--- config.mk ---
export PLATFORM = sky130hd
export DESIGN_NAME = fpgaTop
export DESIGN_NICKNAME = d
export VERILOG_FILES = /design/src/fpgaPkg.sv /design/src/fpgaRegisters.sv /design/src/fpgaTimer.sv /design/src/fpgaTop.sv /design/src/wbReadReturn.sv /design/src/wbReqDecode.sv
export SDC_FILE = /design/constraint.sdc
export NUM_CORES = 1
export LEC_CHECK = 0
export ABC_AREA = 1
export BUFFER_PORTS_ARGS = -buffer_cell sky130_fd_sc_hd__buf_2
export CORE_ASPECT_RATIO = 0.5
export CORE_MARGIN = 2
export CORE_UTILIZATION = 40
export CTS_CLUSTER_DIAMETER = 200
export CTS_CLUSTER_SIZE = 14
export DETAILED_ROUTE_END_ITERATION = 8
export GPL_TIMING_DRIVEN = 0
export REMOVE_ABC_BUFFERS = 1
export SLEW_MARGIN = 20
export SYNTH_ARGS = -nofsm -noshare
export SYNTH_HDL_FRONTEND = slang
export SYNTH_SLANG_ARGS = --single-unit
--- constraint.sdc ---
create_clock -name WBs_CLK_i -period 4.55 [get_ports WBs_CLK_i]
set_input_delay 0.2275 -clock WBs_CLK_i [delete_from_list [all_inputs] [get_ports WBs_CLK_i]]
set_output_delay 0.2275 -clock WBs_CLK_i [all_outputs]
set_load 0.05 [all_outputs]
--- src/fpgaPkg.sv ---
/*
 * Shared definitions for the Wishbone register subsystem.
 * Bus widths, register map, reset constants and the request types
 * passed between the decoder, register bank, timer and read return.
 */
package fpgaPkg;

    // --------------------------------------------------------------------------
    // Bus widths
    // --------------------------------------------------------------------------
    localparam int ADDR_W = 7;                      // Up to 128 word registers
    localparam int DATA_W = 32;
    localparam int BE_W   = DATA_W / 8;             // One strobe per byte lane

    // Register word addresses
    localparam logic [ADDR_W-1:0] ID_ADR         = 7'h00;
    localparam logic [ADDR_W-1:0] REV_ADR        = 7'h01;
    localparam logic [ADDR_W-1:0] SCRATCH_ADR    = 7'h02;
    localparam logic [ADDR_W-1:0] TMR_CTRL_ADR   = 7'h03;
    localparam logic [ADDR_W-1:0] TMR_RELOAD_ADR = 7'h04;   // Last bank address
    localparam logic [ADDR_W-1:0] TMR_COUNT_ADR  = 7'h05;   // First timer address
    localparam logic [ADDR_W-1:0] TMR_STAT_ADR   = 7'h06;   // Last mapped address

    // Bit positions inside the control and status words
    localparam int CTRL_EN_BIT    = 0;
    localparam int CTRL_IRQEN_BIT = 1;
    localparam int STAT_PEND_BIT  = 0;              // Write 1 clears

    // --------------------------------------------------------------------------
    // Constants and reset values
    // --------------------------------------------------------------------------
    localparam logic [19:0]       DEVICE_ID     = 20'h0AEC2;
    localparam logic [15:0]       REV_LEVEL     = 16'h0002;
    localparam logic [DATA_W-1:0] SCRATCH_RESET = 32'h1234_5678;
    localparam logic [DATA_W-1:0] DEFAULT_RD    = 32'hFABD_EFAC;   // Unmapped reads

    // Target of a decoded request
    typedef enum logic [1:0] {
        REGION_BANK  = 2'd0,                        // ID, revision, scratch, control
        REGION_TIMER = 2'd1,                        // Count and status
        REGION_NONE  = 2'd2                         // Everything above
    } regionE;

    // One captured bus cycle, 46 bits
    typedef struct packed {
        logic [ADDR_W-1:0] addr;
        logic [DATA_W-1:0] wdata;
        logic [BE_W-1:0]   be;
        logic              we;
        regionE            region;
    } wbReqT;

    // Timer settings held in the register bank, 34 bits
    typedef struct packed {
        logic              enable;
        logic              irqEnable;
        logic [DATA_W-1:0] reload;
    } tmrCtrlT;

endpackage

--- src/fpgaRegisters.sv ---
/*
 * Register bank.
 * Read-only ID and revision, byte-writable scratch register, and the
 * timer control and reload registers handed on to the timer.
 */
`timescale 1ns/1ps

module fpgaRegisters
    import fpgaPkg::*;
(
    input  logic              WBs_CLK_i,
    input  logic              WBs_RST_i,
    input  logic              reqValid_i,
    input  wbReqT             req_i,
    output tmrCtrlT           tmrCtrl_o,
    output logic [DATA_W-1:0] bankRdData_o
);

    logic [DATA_W-1:0] scratchReg;
    logic [DATA_W-1:0] reloadReg;
    logic              ctrlEn;                      // Timer runs
    logic              ctrlIrqEn;                   // Pending reaches the IRQ pin
    logic              bankWr;

    // Replace only the strobed byte lanes of a word
    function automatic logic [DATA_W-1:0] mergeBytes(
        input logic [DATA_W-1:0] oldWord,
        input logic [DATA_W-1:0] newWord,
        input logic [BE_W-1:0]   byteEn
    );
        logic [DATA_W-1:0] merged;
        merged = oldWord;
        for (int i = 0; i < BE_W; i++)
        begin
            if (byteEn[i])
                merged[8*i +: 8] = newWord[8*i +: 8];
        end
        return merged;
    endfunction

    // Bank writes only, other regions never touch these registers
    assign bankWr = reqValid_i & req_i.we & (req_i.region == REGION_BANK);

    // --------------------------------------------------------------------------
    // Writable registers
    // --------------------------------------------------------------------------
    always_ff @(posedge WBs_CLK_i or posedge WBs_RST_i)
    begin
        if (WBs_RST_i)
        begin
            scratchReg <= SCRATCH_RESET;
            reloadReg  <= '0;
            ctrlEn     <= 1'b0;                     // Timer off after reset
            ctrlIrqEn  <= 1'b0;
        end
        else if (bankWr)
        begin
            case (req_i.addr)
                SCRATCH_ADR:
                begin
                    scratchReg <= mergeBytes(scratchReg, req_i.wdata, req_i.be);
                end
                TMR_RELOAD_ADR:
                begin
                    reloadReg <= mergeBytes(reloadReg, req_i.wdata, req_i.be);
                end
                TMR_CTRL_ADR:
                begin
                    // Both control bits live in byte 0
                    if (req_i.be[0])
                    begin
                        ctrlEn    <= req_i.wdata[CTRL_EN_BIT];
                        ctrlIrqEn <= req_i.wdata[CTRL_IRQEN_BIT];
                    end
                end
                default:
                begin
                    // ID and revision are read-only
                end
            endcase
        end
    end

    // Settings to the timer
    assign tmrCtrl_o.enable    = ctrlEn;
    assign tmrCtrl_o.irqEnable = ctrlIrqEn;
    assign tmrCtrl_o.reload    = reloadReg;

    // --------------------------------------------------------------------------
    // Read mux, straight from the captured address
    // --------------------------------------------------------------------------
    always_comb
    begin
        bankRdData_o = DEFAULT_RD;
        case (req_i.addr)
            ID_ADR:         bankRdData_o = {12'h000, DEVICE_ID};   // Zero-extended
            REV_ADR:        bankRdData_o = {16'h0000, REV_LEVEL};
            SCRATCH_ADR:    bankRdData_o = scratchReg;
            TMR_CTRL_ADR:
            begin
                bankRdData_o                 = '0;
                bankRdData_o[CTRL_EN_BIT]    = ctrlEn;
                bankRdData_o[CTRL_IRQEN_BIT] = ctrlIrqEn;
            end
            TMR_RELOAD_ADR: bankRdData_o = reloadReg;
            default:        bankRdData_o = DEFAULT_RD;  // Not a bank address
        endcase
    end

endmodule

--- src/fpgaTimer.sv ---
/*
 * Interval timer.
 * Down counter that reloads on reaching zero and sets a sticky pending
 * flag, cleared by writing 1 to bit 0 of the status word.
 */
`timescale 1ns/1ps

module fpgaTimer
    import fpgaPkg::*;
(
    input  logic              WBs_CLK_i,
    input  logic              WBs_RST_i,
    input  logic              reqValid_i,
    input  wbReqT             req_i,
    input  tmrCtrlT           tmrCtrl_i,
    output logic [DATA_W-1:0] timerRdData_o,
    output logic              timerIrq_o
);

    logic [DATA_W-1:0] count;
    logic              pending;
    logic              atZero;
    logic              clrPend;

    assign atZero = (count == '0);

    // Write 1 to status bit 0, byte lane 0 must be strobed
    assign clrPend = reqValid_i & req_i.we
                   & (req_i.region == REGION_TIMER)
                   & (req_i.addr == TMR_STAT_ADR)
                   & req_i.be[0]
                   & req_i.wdata[STAT_PEND_BIT];

    // --------------------------------------------------------------------------
    // Counter
    // --------------------------------------------------------------------------
    always_ff @(posedge WBs_CLK_i or posedge WBs_RST_i)
    begin
        if (WBs_RST_i)
        begin
            count <= '0;
        end
        else if (!tmrCtrl_i.enable)
        begin
            count <= tmrCtrl_i.reload;              // Idle, preload for next start
        end
        else if (atZero)
        begin
            count <= tmrCtrl_i.reload;              // Wrap
        end
        else
        begin
            count <= count - 1;
        end
    end

    // Sticky flag, a wrap in the same cycle as a clear wins
    always_ff @(posedge WBs_CLK_i or posedge WBs_RST_i)
    begin
        if (WBs_RST_i)
            pending <= 1'b0;
        else if (tmrCtrl_i.enable && atZero)
            pending <= 1'b1;
        else if (clrPend)
            pending <= 1'b0;
    end

    assign timerIrq_o = pending & tmrCtrl_i.irqEnable;     // Masked interrupt

    // Count or status by captured address
    always_comb
    begin
        if (req_i.addr == TMR_COUNT_ADR)
        begin
            timerRdData_o = count;
        end
        else
        begin
            timerRdData_o                = '0;
            timerRdData_o[STAT_PEND_BIT] = pending;
        end
    end

endmodule

--- src/fpgaTop.sv ---
/*
 * Wishbone register subsystem top level.
 * Decoder, register bank, timer and read return wired together.
 */
`timescale 1ns/1ps

module fpgaTop
    import fpgaPkg::*;
(
    input  logic              WBs_CLK_i,
    input  logic              WBs_RST_i,
    input  logic [ADDR_W-1:0] WBs_ADR_i,
    input  logic              WBs_CYC_i,
    input  logic              WBs_STB_i,
    input  logic              WBs_WE_i,
    input  logic [BE_W-1:0]   WBs_BYTE_STB_i,
    input  logic [DATA_W-1:0] WBs_DAT_i,
    output logic [DATA_W-1:0] WBs_DAT_o,
    output logic              WBs_ACK_o,
    output logic              timerIrq_o
);

    logic              reqValid;                    // One cycle per bus cycle
    wbReqT             req;
    tmrCtrlT           tmrCtrl;
    logic [DATA_W-1:0] bankRdData;
    logic [DATA_W-1:0] timerRdData;

    // Input side
    wbReqDecode wbReqDecode_inst (
        .WBs_CLK_i      (WBs_CLK_i),
        .WBs_RST_i      (WBs_RST_i),
        .WBs_ADR_i      (WBs_ADR_i),
        .WBs_CYC_i      (WBs_CYC_i),
        .WBs_STB_i      (WBs_STB_i),
        .WBs_WE_i       (WBs_WE_i),
        .WBs_BYTE_STB_i (WBs_BYTE_STB_i),
        .WBs_DAT_i      (WBs_DAT_i),
        .reqValid_o     (reqValid),
        .req_o          (req)
    );

    // Processing
    fpgaRegisters fpgaRegisters_inst (
        .WBs_CLK_i    (WBs_CLK_i),
        .WBs_RST_i    (WBs_RST_i),
        .reqValid_i   (reqValid),
        .req_i        (req),
        .tmrCtrl_o    (tmrCtrl),
        .bankRdData_o (bankRdData)
    );

    fpgaTimer fpgaTimer_inst (
        .WBs_CLK_i     (WBs_CLK_i),
        .WBs_RST_i     (WBs_RST_i),
        .reqValid_i    (reqValid),
        .req_i         (req),
        .tmrCtrl_i     (tmrCtrl),
        .timerRdData_o (timerRdData),
        .timerIrq_o    (timerIrq_o)
    );

    // Output side
    wbReadReturn wbReadReturn_inst (
        .WBs_CLK_i     (WBs_CLK_i),
        .WBs_RST_i     (WBs_RST_i),
        .reqValid_i    (reqValid),
        .region_i      (req.region),
        .bankRdData_i  (bankRdData),
        .timerRdData_i (timerRdData),
        .WBs_DAT_o     (WBs_DAT_o),
        .WBs_ACK_o     (WBs_ACK_o)
    );

endmodule

--- src/wbReadReturn.sv ---
/*
 * Read return path.
 * Picks bank, timer or default read data by region and registers it
 * together with a one-cycle acknowledge.
 */
`timescale 1ns/1ps

module wbReadReturn
    import fpgaPkg::*;
(
    input  logic              WBs_CLK_i,
    input  logic              WBs_RST_i,
    input  logic              reqValid_i,
    input  regionE            region_i,
    input  logic [DATA_W-1:0] bankRdData_i,
    input  logic [DATA_W-1:0] timerRdData_i,
    output logic [DATA_W-1:0] WBs_DAT_o,
    output logic              WBs_ACK_o
);

    logic [DATA_W-1:0] rdNext;

    // Source select
    always_comb
    begin
        case (region_i)
            REGION_BANK:  rdNext = bankRdData_i;
            REGION_TIMER: rdNext = timerRdData_i;
            default:      rdNext = DEFAULT_RD;      // Unmapped window
        endcase
    end

    // --------------------------------------------------------------------------
    // Acknowledge, one per request
    // --------------------------------------------------------------------------
    always_ff @(posedge WBs_CLK_i or posedge WBs_RST_i)
    begin
        if (WBs_RST_i)
            WBs_ACK_o <= 1'b0;
        else
            WBs_ACK_o <= reqValid_i;
    end

    // Read data lines up with ACK
    always_ff @(posedge WBs_CLK_i)
    begin
        if (reqValid_i)
            WBs_DAT_o <= rdNext;
    end

endmodule

--- src/wbReqDecode.sv ---
/*
 * Wishbone request decoder.
 * Captures one bus cycle per STB assertion, classifies its address
 * into a region and issues a single-cycle request strobe.
 */
`timescale 1ns/1ps

module wbReqDecode
    import fpgaPkg::*;
(
    input  logic              WBs_CLK_i,
    input  logic              WBs_RST_i,
    input  logic [ADDR_W-1:0] WBs_ADR_i,
    input  logic              WBs_CYC_i,
    input  logic              WBs_STB_i,
    input  logic              WBs_WE_i,
    input  logic [BE_W-1:0]   WBs_BYTE_STB_i,
    input  logic [DATA_W-1:0] WBs_DAT_i,
    output logic              reqValid_o,
    output wbReqT             req_o
);

    logic   busy;                                   // Cycle taken, wait for STB low
    logic   accept;
    regionE regionNext;

    // New cycle only when idle
    assign accept = WBs_CYC_i & WBs_STB_i & ~busy;

    // Address classification, done once here for all consumers
    always_comb
    begin
        if (WBs_ADR_i <= TMR_RELOAD_ADR)
        begin
            regionNext = REGION_BANK;
        end
        else if (WBs_ADR_i <= TMR_STAT_ADR)
        begin
            regionNext = REGION_TIMER;
        end
        else
        begin
            regionNext = REGION_NONE;               // Reads default, writes dropped
        end
    end

    // --------------------------------------------------------------------------
    // Handshake state
    // --------------------------------------------------------------------------
    always_ff @(posedge WBs_CLK_i or posedge WBs_RST_i)
    begin
        if (WBs_RST_i)
        begin
            busy       <= 1'b0;
            reqValid_o <= 1'b0;
        end
        else
        begin
            reqValid_o <= accept;                   // High for one cycle only
            if (accept)
                busy <= 1'b1;
            else if (!WBs_STB_i)
                busy <= 1'b0;                       // Host ended the cycle
        end
    end

    // Captured request, host holds it stable until ACK
    always_ff @(posedge WBs_CLK_i)
    begin
        if (accept)
        begin
            req_o.addr   <= WBs_ADR_i;
            req_o.wdata  <= WBs_DAT_i;
            req_o.be     <= WBs_BYTE_STB_i;
            req_o.we     <= WBs_WE_i;
            req_o.region <= regionNext;
        end
    end

endmodule
Yosys cells after proc, flatten, opt, wreduce, memory -nomap -nowiden

Index checks and enable logic that the tools add are counted.

$lt $le $gt $ge: 2
Bitwise gates (word level): 10
$add $sub $neg: 1
Equal/unequal tests: 8
Reductions and logical operators: 14
Mux-type cells: 10

Operators with widths:

| kind                                                                   | count |
|---|---|
| 32-bit one-hot mux with 5 select lines                                 | 1 |
| 32-bit two-way mux                                                     | 3 |
| 32-bit one-hot mux with 2 select lines                                 | 1 |
| 32-bit zero test                                                       | 1 |
| 32-bit by 1-bit subtractor with 32-bit output (second input constant)  | 1 |
| 3-bit AND reduction                                                    | 9 |
| 7-bit by 3-bit == test with 1-bit output (second input constant)       | 3 |
| 7-bit by 2-bit == test with 1-bit output (second input constant)       | 2 |
| 7-bit by 3-bit <= comparator with 1-bit output (second input constant) | 2 |
| 1-bit bitwise AND                                                      | 9 |
| 7-bit by 1-bit == test with 1-bit output (second input constant)       | 1 |
| 7-bit zero test                                                        | 1 |
| 1-bit two-way mux                                                      | 4 |
| 2-bit by 1-bit == test with 1-bit output (second input constant)       | 1 |
| 2-bit zero test                                                        | 1 |
| 2-bit two-way mux                                                      | 1 |
| 2-bit by 1-bit != test with 1-bit output (second input constant)       | 1 |
| 2-bit nonzero test                                                     | 1 |
| 1-bit logical AND                                                      | 1 |
| 1-bit inverter                                                         | 1 |

Input bits: 48
Register bits: 180
Logic and storage cells: 66
Output and inout bits: 34

Logic depth before layout (Yosys ltp)

Gate-level depths: netlist of run 1.

Word-level depth: 7
Mapped depth: 11
Depth with buffers taken out: 11

Modules after synthesis

Synthesis of run 1 repeated with hierarchy kept, for this count alone.

Cell total of the unflattened synthesis: 1115
Area, all modules: 9044.9 um2

Modules (own cells, without submodules):

| module        | instances | cells each | area an instance (um2) | seq. area each (um2) |
|---|---|---|---|---|
| fpgaRegisters | 1         | 495        | 3498.4                 | 1667.8 |
| fpgaTimer     | 1         | 417        | 2547.4                 | 825.8 |
| wbReadReturn  | 1         | 144        | 1512.7                 | 985.9 |
| wbReqDecode   | 1         | 59         | 1486.4                 | 1431.4 |

Worst setup path after synthesis of run 1

No wires, ideal clock.

Path type: register to register
Start point: reg wbReqDecode_inst.busy
End point: reg wbReqDecode_inst.req_o[0] (netlist name) (enable)
Library setup time: 0.451 ns
Arrival time: 2.336 ns
Clock period less this slack: 2.787 ns
Required time: 4.099 ns
Path buffers: 0
Path slack: 1.763 ns
Cell stages (with the launch flop): 2
Path through: dfrtp_1 -> nor2_1

Word-level cells in the longest chain between the ends: 2

Ends and longest elaborated chain:

| item                        | RTL line          | source |
|---|---|---|
| from (decl)                 | wbReqDecode.sv:23 | `logic busy;` |
| from (signal assigned)      | wbReqDecode.sv:54 | `busy <= 1'b0;` |
| from (signal assigned)      | wbReqDecode.sv:61 | `busy <= 1'b1;` |
| from (signal assigned)      | wbReqDecode.sv:63 | `busy <= 1'b0;` |
| 1-bit inverter              | wbReqDecode.sv:28 | `assign accept = WBs_CYC_i & WBs_STB_i & ~busy;` |
| 1-bit bitwise AND           | wbReqDecode.sv:28 |  |
| via wbReqDecode_inst.accept | wbReqDecode.sv:24 | `logic accept;` |
| to (decl)                   | wbReqDecode.sv:20 | `output wbReqT req_o` |

The timed path passes the listed nets, and every way through them passes these cells.
A chain may end at the register's enable or synchronous reset.

Worst setup path in the final report of run 1

Start point: reg wbReqDecode_inst.req_o[40] (netlist name)
End point: reg wbReadReturn_inst.WBs_DAT_o[17] (data pin)

Word-level cells in the longest chain between the ends: 3
Elaborated cells between the ends (all ways): 9
Classes of those cells: eq/ne (5); mux (3); reduce/logical (1)

Ends and longest elaborated chain:

| item                                                                                | RTL line                             | source |
|---|---|---|
| 7-bit by 3-bit == test with 1-bit output (tied with other cells)                    | fpgaRegisters.sv:95                  | `case (req_i.addr)` |
| 32-bit one-hot mux with 5 select lines / 32-bit two-way mux (equally long branches) | fpgaRegisters.sv:95, fpgaTimer.sv:73 |  |
| 32-bit one-hot mux with 2 select lines *                                            | wbReadReturn.sv:26                   | `case (region_i)` |
| via wbReadReturn_inst.rdNext[17]                                                    | wbReadReturn.sv:21                   | `logic [DATA_W-1:0] rdNext;` |
| to (signal assigned)                                                                | wbReadReturn.sv:48                   | `WBs_DAT_o <= rdNext;` |
| to (decl)                                                                           | wbReadReturn.sv:17                   | `output logic [DATA_W-1:0] WBs_DAT_o,` |

The timed path passes the listed nets; every way through them passes the cells marked *.

==> results of run 1 <==
sequential cells by signal, summed over array words and instances, names as in the netlist:
register	count
wbReqDecode_inst.req_o	46
fpgaRegisters_inst.reloadReg	32
fpgaRegisters_inst.scratchReg	32
fpgaTimer_inst.count	32
wbReadReturn_inst.WBs_DAT_o	32
fpgaRegisters_inst.ctrlEn	1
fpgaRegisters_inst.ctrlIrqEn	1
fpgaTimer_inst.pending	1
wbReadReturn_inst.WBs_ACK_o	1
wbReqDecode_inst.busy	1
wbReqDecode_inst.reqValid_o	1
synth_stat cells:
master	number
nand2_1	268
inv_1	101
dfrtp_1	89
o21ai_1	84
edfxtp_1	78
nor2_1	66
o21ai_0	45
nand3_1	31
nand2_2	20
o21a_1	14
buf_2	13
dfstp_2	13
xor2_1	13
a21oi_1	11
nor2_2	8
buf_6	7
inv_2	6
nor2_4	6
nand4_1	4
o21ai_2	4
a21boi_0	2
buf_4	2
clkbuf_1	2
ha_1	2
nor2_8	2
nor3_1	2
xnor2_1	2
a21boi_1	1
and2_1	1
buf_12	1
nand2_4	1
nand3_4	1
nor4_1	1
o211ai_1	1
or2_2	1
worst max-delay path: cells and delay by family (launching register included):
kind | cells | cell delay [ns]
buf+inv | 2 | 0.38
compound gates | 1 | 0.12
simple gates | 6 | 1.43
flops | 1 | 0.41
how the worst max path moves through the flow:
stage,endpoint,slack (ns),cells past startpoint
6_report,wbReadReturn_inst.WBs_DAT_o[17],1.91,9
5_1_grt,wbReadReturn_inst.WBs_DAT_o[12],1.67,9
4_1_cts,wbReadReturn_inst.WBs_DAT_o[17],1.90,9
3_5_place_dp,wbReadReturn_inst.WBs_DAT_o[17],1.92,9
3_3_place_gp,fpgaRegisters_inst.reloadReg[3],0.33,2
2_1_floorplan,fpgaRegisters_inst.ctrlEn,1.67,1
cell families (layout without fill, tap and decap cells):
kind of cell,after synthesis,in the layout,share of synthesized area (%)
AND/OR/NAND/NOR,412,412,21.4
XOR/XNOR,15,15,1.58
flip-flops,180,180,59.2
adder cells (fa/ha/maj),2,2,0.301
AO/OA/AOI/OAI,162,162,10.5
buffers and inverters,132,269,7.08
final cells by class:
cell class | count | area, sq um | share of cell area, %
clock buffer | 18 | 439 | 4.35
clock inverter | 14 | 248 | 2.45
inverter | 107 | 407 | 4.03
multi-input combinational | 591 | 2810 | 27.8
sequential | 180 | 4910 | 48.6
tap | 273 | 342 | 3.38
timing repair buffer | 130 | 941 | 9.32
power by group through the flow:
stage                     logic (mW)  clock network (mW)  registers [mW]
after floorplan               0.0566                   0            1.81
after global placement         0.137                   0            1.78
after detailed placement       0.152                   0            1.78
after CTS                      0.183                1.73            1.74
after global routing           0.199                1.80            1.75
final                          0.180                1.70            1.74
metal layers:
metal  wire length, um  GRT usage (%)  up-vias  part of all wire [%]
li1                  -              -     3163                     -
met1             10800           30.1     3031                    53
met2              8420           27.9      131                    41
met3               915           3.90       13                   4.5
met4               187           4.56        0                  0.92
met5                 0              0        -                     0
==> metrics, run 1 <==
setup bufs post-CTS 0; Sw Pwr approximately 0.77 mW; R2R setup slack ~1.9 ns; clk_lat worst skew 0.44 ns; final worst slack approximately 1.9 ns; Worst setup EP type flop; CTS sink count 180; FF-to-FF path depth 9; detailed-route DRC error count 0; Max stage delay on crit path 0.48 ns; Comb pwr share under 10%; I/O Buffers just over 80; static leakage ~4.7 nW; Slew Viols, Final 0; RR Endpoint wbReadReturn_inst.WBs_DAT_o[17]; WP data required roughly 4.7 ns; Syn Area/Cell just over 9 sq um; Nets between 1000 and 1500; VDD IR max roughly 0.00018 V; part of the power in registers 48.1%; Root Buffer clkbuf_16; H-tree Lvls 4; RSZ-0062 raised after global routing false; cts hold-fix bufs 46; actual slew at the worst max-slew pin 0.981 ns; Worst path slowest cell nand2_1; initial core utilization between 40% and 50%; First DRT Iteration DRCs around 480; PwrDens roughly 360 nW/um^2; Yosys cell types 35; initial antenna violation count 0; Max-cap violations 0; Tcrit/Tclk final 58.0%; Routed Antenna Nets 0; CTS tree done; CTS Buffer Depth 2; fill count around 2000; grt ovf 0; critical path launch point type flop; die footprint around 22000 sq um; CP dominant cell by count nand2_1; CTS resizes 0; Core Util, Final between 40% and 50%; Critical Path Start wbReqDecode_inst.req_o[40]; I/O pin count 82; die width 208 um; Synth area leaders edfxtp_1 28%, dfrtp_1 27%, nand2_1 12%, o21ai_1 5.1%, inv_1 4.6%; clock share of power 46.9%; min-delay src WBs_CYC_i; CP Max Fanout 16; largest net degree at the start of global routing 56; Vias/cell approximately 4.8; Synth top area share between 20 and 30%; relative max-transition margin around 34%; Worst Hold Slack about 0.055 ns; Die Span Y roughly 110 um; Worst-path clk slew ~0.060 ns; Sw Ratio between 20% and 30%; GPL Wtd Cong roughly 0.96; Worst Hold Path EP wbReqDecode_inst.busy; critical path class reg -> reg; share of cells above drive strength 1 ~17%; placed cell areas roughly 8900 sq um; post-synthesis cell area a little over 8000 sq um; routed via count 6338; Fin Setup TNS 0 ns; Cell Int Power 2.85 mW; DP Cell Count about 1200; WHS Path Cells 3; Inserted Diodes 0; area leader, netlist edfxtp_1; Fin Clk Skew ~0.0094 ns; drt total wl about 20000 um; Num CTS Buffers 17; final hold viol count 0; commonest non-fill, non-tap cell in the layout nand2_1; final setup violation count 0; Synth Instances about 900; pre-CTS setup slack between 1.5 and 2 ns; DR pass1 iterations 5; Synth Register Bits 180; global-route usage over all layers 19.5%; most frequent cells in the layout 268 x nand2_1, 100 x inv_1, 88 x dfrtp_1, 84 x o21ai_1, 81 x buf_2; vias in the first global route between 6000 and 7000; status completed; Core ar. ~20000 sq um; min Tclk post-route between 2 and 3 ns; register area share after synthesis around 60%; Syn-to-layout area delta 21.6%; wire per inst between 15 and 20 um; post-layout total power about 3.6 mW; fmax about 0.38 GHz; arrival time worst endpoint roughly 2.8 ns; fin cells between 1000 and 1500; DP Wirelength roughly 14000 um; worst path cell trace inv_2 > nand2_1 > nor2_1 > nand2_1 > nand2_2 > nand2_2 > inv_1 > nand2_1 > o21ai_0; YS warnings 0; Final Cell Area 10100 sq um; Core Rows 37; first-pass GRT wire length around 33000 um; R2R Path Start wbReqDecode_inst.req_o[40]; Hold Path Class in -> reg
(Power assumes the default switching activity.)
==> run 2: changes to the inputs <==
==> constraint.sdc (replaced) <==
create_clock -name WBs_CLK_i -period 2.55 [get_ports WBs_CLK_i]
set_input_delay 0.1275 -clock WBs_CLK_i [delete_from_list [all_inputs] [get_ports WBs_CLK_i]]
set_output_delay 0.1275 -clock WBs_CLK_i [all_outputs]
set_load 0.05 [all_outputs]
==> run 2 against run 1 <==
Against the previous run:
- register-to-register slack lost 1.6 ns
- hold slack gained 0.068 ns
- maximum frequency grew 20%
- clock-buffer cell count is the same
- global-route usage is essentially flat
- sequential cell count is the same
- clock skew shrank 0.0011 ns
- core utilization grew 0.098 points
- clock power grew 79%
- worst setup slack lost 1.6 ns
- critical endpoint is now fpgaRegisters_inst.reloadReg[23]
- highest routed layer unchanged
==> metrics, run 2 (synthesis gave the netlist of run 1 again) <==
critical path class reg -> reg (unchanged); arrival time worst endpoint 2.52 ns (was 2.80 ns); Worst setup EP type flop (unchanged); DP Wirelength 14400 um (unchanged); Routed Antenna Nets 0 (unchanged); Core Util, Final 49.4% (was 49.3%); CTS tree done (unchanged); die width 208 um (unchanged); share of cells above drive strength 1 17.6% (was 17.4%); drt total wl 20400 um (was 20300 um); Core ar. 20500 sq um (unchanged); Worst Hold Path EP wbReqDecode_inst.reqValid_o (was wbReqDecode_inst.busy); Sw Ratio 21.3% (about the same); WP data required 2.86 ns (was 4.71 ns); static leakage 4.68 nW (was 4.66 nW); min-delay src WBs_CYC_i (unchanged); Root Buffer clkbuf_16 (unchanged); die footprint 22000 sq um (unchanged); most frequent cells in the layout 266 x nand2_1, 100 x inv_1, 88 x dfrtp_1, 84 x o21ai_1, 81 x buf_2 (was 268 x nand2_1, 100 x inv_1, 88 x dfrtp_1, 84 x o21ai_1, 81 x buf_2); part of the power in registers 48.1% (about the same); Cell Int Power 5.09 mW (was 2.85 mW); H-tree Lvls 4 (unchanged); commonest non-fill, non-tap cell in the layout nand2_1 (unchanged); first-pass GRT wire length 33100 um (about the same); Tcrit/Tclk final 86.5% (was 58.0%); CP Max Fanout 25 (was 16); Vias/cell 4.84 (was 4.83); final setup violation count 0 (unchanged); fill count 1945 (was 1952); VDD IR max 0.000324 V (was 0.000181 V); Inserted Diodes 0 (unchanged); relative max-transition margin 34.0% (was 34.4%); RR Endpoint fpgaRegisters_inst.reloadReg[23] (was wbReadReturn_inst.WBs_DAT_o[17]); WHS Path Cells 3 (unchanged); GPL Wtd Cong 0.956 (unchanged); actual slew at the worst max-slew pin 0.988 ns (was 0.981 ns); detailed-route DRC error count 0 (unchanged); Fin Setup TNS 0 ns (unchanged); First DRT Iteration DRCs 494 (was 478); Max-cap violations 0 (unchanged); post-layout total power 6.47 mW (was 3.62 mW); Num CTS Buffers 17 (unchanged); global-route usage over all layers 19.5% (about the same); max reg flops 46 (unchanged); Hold Path Class in -> reg (unchanged); Sw Pwr 1.38 mW (was 0.772 mW); fmax 0.453 GHz (was 0.379 GHz); clk_lat worst skew 0.44 ns (about the same); PwrDens 640 nW/um^2 (was 359 nW/um^2); R2R setup slack 0.34 ns (was 1.91 ns); RSZ-0062 raised after global routing false (unchanged); DP Cell Count 1235 (unchanged); Slew Viols, Final 0 (unchanged); CTS sink count 180 (unchanged); largest net degree at the start of global routing 56 (unchanged); vias in the first global route 6074 (was 6083); FF-to-FF path depth 8 (was 9); fin cells 1314 (was 1313); I/O Buffers 81 (unchanged); Nets 1078 (was 1077); wire per inst 15.5 um (about the same); Syn-to-layout area delta 21.9% (was 21.6%); CTS Buffer Depth 2 (unchanged); Die Span Y 106 um (unchanged); status completed (unchanged); initial antenna violation count 0 (unchanged); grt ovf 0 (unchanged); Multi-input gate area 2820 sq um (was 2810 sq um); Core Rows 37 (unchanged); placed cell areas 8950 sq um (unchanged); initial core utilization 40.6% (unchanged); Comb pwr share 5.0% (about the same); worst path cell trace inv_2 > nand2_1 > nor2_1 > nand2_2 > inv_2 > nand2_2 > nand2_1 > o21ai_1 (was inv_2 > nand2_1 > nor2_1 > nand2_1 > nand2_2 > nand2_2 > inv_1 > nand2_1 > o21ai_0); clock share of power 46.9% (about the same); Worst path slowest cell inv_2 (was nand2_1); routed via count 6354 (was 6338); Max stage delay on crit path 0.55 ns (was 0.48 ns); Sequential Area 4910 sq um (unchanged); critical path launch point type flop (unchanged); Final Cell Area 10100 sq um (about the same); I/O pin count 82 (unchanged); final hold viol count 0 (unchanged); Fin Clk Skew 0.00833 ns (was 0.00940 ns); Top reg by flops wbReqDecode_inst.req_o (unchanged); R2R Path Start wbReqDecode_inst.req_o[40] (unchanged); Worst-path clk slew 0.07 ns (was 0.06 ns); min Tclk post-route 2.21 ns (was 2.64 ns); DR pass1 iterations 5 (unchanged)
-- run 2: cell type report --
class	instances	area share [%]
repair buffers	131	9.40
clock buffers	18	4.34
well taps	273	3.38
flip-flops and latches	180	48.6
multi-input cells	591	27.9
inverters	107	4.02
clock inverters	14	2.45
-- run 2: critical path: cells and delay by family, from the launching register on --
| kind | cells | cell delay, ns |
|---|---|---|
| buffers and inverters | 2 | 0.63 |
| AOI/OAI and AO/OA | 1 | 0.08 |
| DFF | 1 | 0.45 |
| and+or+nand+nor | 5 | 0.91 |
-- run 2: how the worst max path moves through the flow --
stage               slack (ns)  depth (start not counted)                  startpoint                          endpoint
floorplan                -0.24                          1       wbReqDecode_inst.busy         wbReqDecode_inst.req_o[0]
global placement         -1.57                          2                   WBs_RST_i   fpgaRegisters_inst.reloadReg[3]
detailed placement       -0.08                          9  wbReqDecode_inst.req_o[40]   wbReadReturn_inst.WBs_DAT_o[17]
CTS                       0.17                          9  wbReqDecode_inst.req_o[40]   wbReadReturn_inst.WBs_DAT_o[17]
global route              0.12                          8  wbReqDecode_inst.req_o[40]  fpgaRegisters_inst.reloadReg[23]
finish                    0.34                          8  wbReqDecode_inst.req_o[40]  fpgaRegisters_inst.reloadReg[23]
-- run 2: power by group through the flow --
| stage | Clock (mW) | Combinational (mW) | Sequential, mW |
|---|---|---|---|
| 6_report | 3.04 | 0.324 | 3.11 |
| 5_1_grt | 3.21 | 0.357 | 3.12 |
| 4_1_cts | 3.09 | 0.328 | 3.11 |
| 3_5_place_dp | 0 | 0.271 | 3.17 |
| 3_3_place_gp | 0 | 0.245 | 3.18 |
| 2_1_floorplan | 0 | 0.101 | 3.23 |
-- run 2: what timing repair did --
action                                 in CTS  in global routing
hold buffers                               47                  0
setup endpoints to repair                   7                  3
resized for setup                           1                  2
endpoints found under the hold margin      88                  0
buffers inserted                            0                  0
-- run 2: metrics by stage --
step / setup slack [ns] / hold slack (ns)
final: 0.344 / 0.123
after global routing: 0.122 / 0.150
after CTS: 0.168 / 0.116
after detailed placement: -0.0813 / 0.191
after global placement: -1.57 / 0.304
after floorplan: -0.237 / 0.226
-- run 2: layer usage --
layer / up-vias / GRT usage (%) / wire length [um] / part of all wire [%]
met5: - / 0 / 0 / 0
met4: 0 / 4.56 / 195 / 0.96
met3: 14 / 3.90 / 912 / 4.5
met2: 125 / 27.8 / 8430 / 41
met1: 3049 / 30.1 / 10800 / 53
li1: 3166 / - / - / -
==> run 3: changes to the inputs <==
--- a/config.mk
+++ b/config.mk
@@ -5,7 +5,6 @@
 export SDC_FILE = /design/constraint.sdc
 export NUM_CORES = 1
 export LEC_CHECK = 0
-export ABC_AREA = 1
 export BUFFER_PORTS_ARGS = -buffer_cell sky130_fd_sc_hd__buf_2
 export CORE_ASPECT_RATIO = 0.5
 export CORE_MARGIN = 2
==> run 3 against run 2 <==
Against the previous run:
- the flow now finishes with violations (negative setup slack)
- cell count fell by 22%
- clock skew rose by 0.0028 ns
- clock-buffer cell count rose by 6
- register-to-register slack got worse by 0.35 ns
- routed wire length barely moved
- largest cell class unchanged
- highest routed layer unchanged
==> metrics, run 3 <==
status complete, but fails checks (was completed); failing checks negative setup slack; Inserted Diodes 0 (unchanged); CTS Buffer Depth 2 (unchanged); area leader, netlist edfxtp_1 (unchanged); Sequential Area 4910 sq um (unchanged); final hold viol count 0 (unchanged); wire length on met3 1300 um (was 912 um); Hold Path Class in -> reg (unchanged); Syn Area/Cell 12.9 sq um (was 9.19 sq um); relative max-transition margin 41.5% (was 34.0%); Worst-path clk slew 0.07 ns (about the same); Most used DFF post-synth dfrtp_1 (unchanged); final worst slack -0.00801 ns (was 0.344 ns); Synth area leaders edfxtp_1 29%, dfrtp_1 28%, mux2_4 6.2%, mux2_2 4.8%, dfstp_2 4.3% (was edfxtp_1 28%, dfrtp_1 27%, nand2_1 12%, o21ai_1 5.1%, inv_1 4.6%); Num CTS Buffers 17 (unchanged); H-tree Lvls 4 (unchanged); Synth Instances 624 (was 903); static leakage 4.28 nW (was 4.68 nW); Max-cap violations 0 (unchanged); top sig layer met4 (unchanged); Slew Viols, Final 0 (unchanged); die footprint 21300 sq um (was 22000 sq um); post-layout total power 5.97 mW (was 6.47 mW); Root Buffer clkbuf_16 (unchanged); grt ovf 0 (unchanged); commonest non-fill, non-tap cell in the layout dfrtp_1 (was nand2_1); Multi-input gate area 2970 sq um (was 2820 sq um); Core ar. 19500 sq um (was 20500 sq um); Synth Register Bits 180 (unchanged); Routed met1 length 9790 um (was 10800 um); initial core utilization 41.1% (was 40.6%); fmax 0.391 GHz (was 0.453 GHz); DP Wirelength 12700 um (was 14400 um); actual slew at the worst max-slew pin 0.878 ns (was 0.988 ns); R2R Path Start fpgaTimer_inst.count[9] (was wbReqDecode_inst.req_o[40]); clk_lat worst skew 0.43 ns (was 0.44 ns); EDFF count, synth 78 (unchanged); VDD IR max 0.000392 V (was 0.000324 V); max reg flops 46 (unchanged); met2 wire length 9000 um (was 8430 um); placed cell areas 8660 sq um (was 8950 sq um); critical path launch point type flop (unchanged); Final Cell Area 9900 sq um (was 10100 sq um); detailed-route DRC error count 0 (unchanged); largest net degree at the start of global routing 75 (was 56); Vias/cell 5.37 (was 4.84); die width 204 um (was 208 um); Yosys cell types 49 (was 35); Syn-to-layout area delta 23.3% (was 21.9%); PwrDens 603 nW/um^2 (was 640 nW/um^2); Worst setup EP type flop (unchanged); Fin Clk Skew 0.0111 ns (was 0.00833 ns); drt total wl 20300 um (was 20400 um); Routed Antenna Nets 0 (unchanged); first-pass GRT wire length 32600 um (was 33100 um); Die Span Y 104 um (was 106 um); I/O Buffers 81 (unchanged); DR pass1 iterations 5 (unchanged); most frequent cells in the layout 88 x dfrtp_1, 81 x buf_2, 78 x edfxtp_1, 67 x nor2_1, 60 x a21oi_1 (was 266 x nand2_1, 100 x inv_1, 88 x dfrtp_1, 84 x o21ai_1, 81 x buf_2); Nets 801 (was 1078); Core Rows 36 (was 37); Core Util, Final 50.6% (was 49.4%); CP Max Fanout 31 (was 25); routed via count 5526 (was 6354); min Tclk post-route 2.56 ns (was 2.21 ns); share of cells above drive strength 1 30.9% (was 17.6%); First DRT Iteration DRCs 562 (was 494); critical path class reg -> reg (unchanged); min-delay src WBs_CYC_i (unchanged); post-synthesis cell area 8030 sq um (was 8300 sq um); initial antenna violation count 0 (unchanged); fill count 1731 (was 1945); count leader, synth dfrtp_1 (was nand2_1); Tcrit/Tclk final 100% (was 86.5%); vias in the first global route 5752 (was 6074); I/O pin count 82 (unchanged); RSZ-0062 raised after global routing true (was false); asr flop ratio synth 56.7% (unchanged); CTS tree done (unchanged); YS warnings 0 (unchanged); Synth top cells by count 89 x dfrtp_1, 78 x edfxtp_1, 68 x nor2_1, 60 x a21oi_1, 34 x mux2_2 (was 268 x nand2_1, 101 x inv_1, 89 x dfrtp_1, 84 x o21ai_1, 78 x edfxtp_1); WP data required 2.87 ns (was 2.86 ns); Critical Path Start fpgaTimer_inst.count[9] (was wbReqDecode_inst.req_o[40]); final setup violation count 1 (was 0); register area share after synthesis 61.2% (was 59.2%); global-route usage over all layers 20.3% (was 19.5%); CTS sink count 180 (unchanged); Synth top area share 29.2% (was 28.2%); arrival time worst endpoint 2.87 ns (was 2.52 ns); GPL Wtd Cong 0.825 (was 0.956); wire per inst 19.8 um (was 15.5 um); Top reg by flops wbReqDecode_inst.req_o (unchanged)
run 3: changes by cell type after synthesis, moves of 15 or more:
cell,delta
nand3_1,-18
nor3_1,+15
o21ai_0,-32
mux2_4,+33
mux2_2,+34
nand2_2,-20
nand2_1,-243
o21ai_1,-83
inv_1,-91
a21oi_1,+49
run 3: through the flow:
stage                     worst slack [ns]  setup TNS [ns]  cells  hold slack, ns
final                             -0.00801        -0.00801   1029           0.120
after CTS                           0.0124               0   1028           0.116
after floorplan                     -0.750          -55.43    587           0.226
after detailed placement             -1.32          -80.10    939           0.111
after global placement               -2.18         -359.78    934           0.304
after global routing               -0.0894         -0.0894   1029           0.166
run 3: kinds of logic after synthesis:
group / after synthesis / synth area share, %
buf+inv: 47 / 3.37
mux: 69 / 11.2
fa+ha+maj: 2 / 0.312
flops: 180 / 61.2
simple gates: 179 / 11.8
compound gates: 117 / 8.91
xor+xnor: 30 / 3.27
run 3: repair_timing:
action                                  in CTS  in global routing
setup buffers                               10                  1
hold buffers                                47                  0
cloned                                       1                  0
hold endpoints to repair                    74                  0
gates resized for setup                     20                  4
endpoints found under the setup margin     130                 27
pin swaps                                    2                  1
run 3: worst max-delay path, stage by stage, from the launching register on:
cell,delay (ns)
dfrtp_1,0.45
nor4_4,0.39
clkbuf_4,0.29
nand3_2,0.24
o41a_4,0.55
buf_12,0.21
mux2_4,0.30
run 3: path summary, 6_finish.rpt:
path                       slack [ns]                                 to  cells after the start
setup reg to reg               -0.008            fpgaTimer_inst.count[0]                      6
setup / recovery               -0.008            fpgaTimer_inst.count[0]                      6
max in group asynchronous        1.62  fpgaRegisters_inst.scratchReg[20]                      4
hold / removal                   0.12        wbReqDecode_inst.reqValid_o                      3
min in group asynchronous        0.21  fpgaRegisters_inst.scratchReg[31]                      3
hold reg to reg                  0.50  fpgaRegisters_inst.scratchReg[31]                      1
run 3: report_power, final:
part / switching, mW / internal [mW]
Sequential: 0.0464 / 3.09
Clock: 1.09 / 1.40
Combinational: 0.205 / 0.142
run 3: final cells by class:
type | instances | share of cell area, %
well taps | 266 | 3.36
repair buffers | 144 | 10.9
flip-flops and latches | 180 | 49.6
clock inverters | 7 | 0.480
multi-input cells | 398 | 30.0
clock buffers | 24 | 5.18
inverters | 10 | 0.430
run 3: per-layer routing:
metal,vias up,global-route usage (%)
met4,0,6.78
met3,23,4.76
li1,2544,-
met2,197,29.7
met1,2762,29.6
met5,-,0
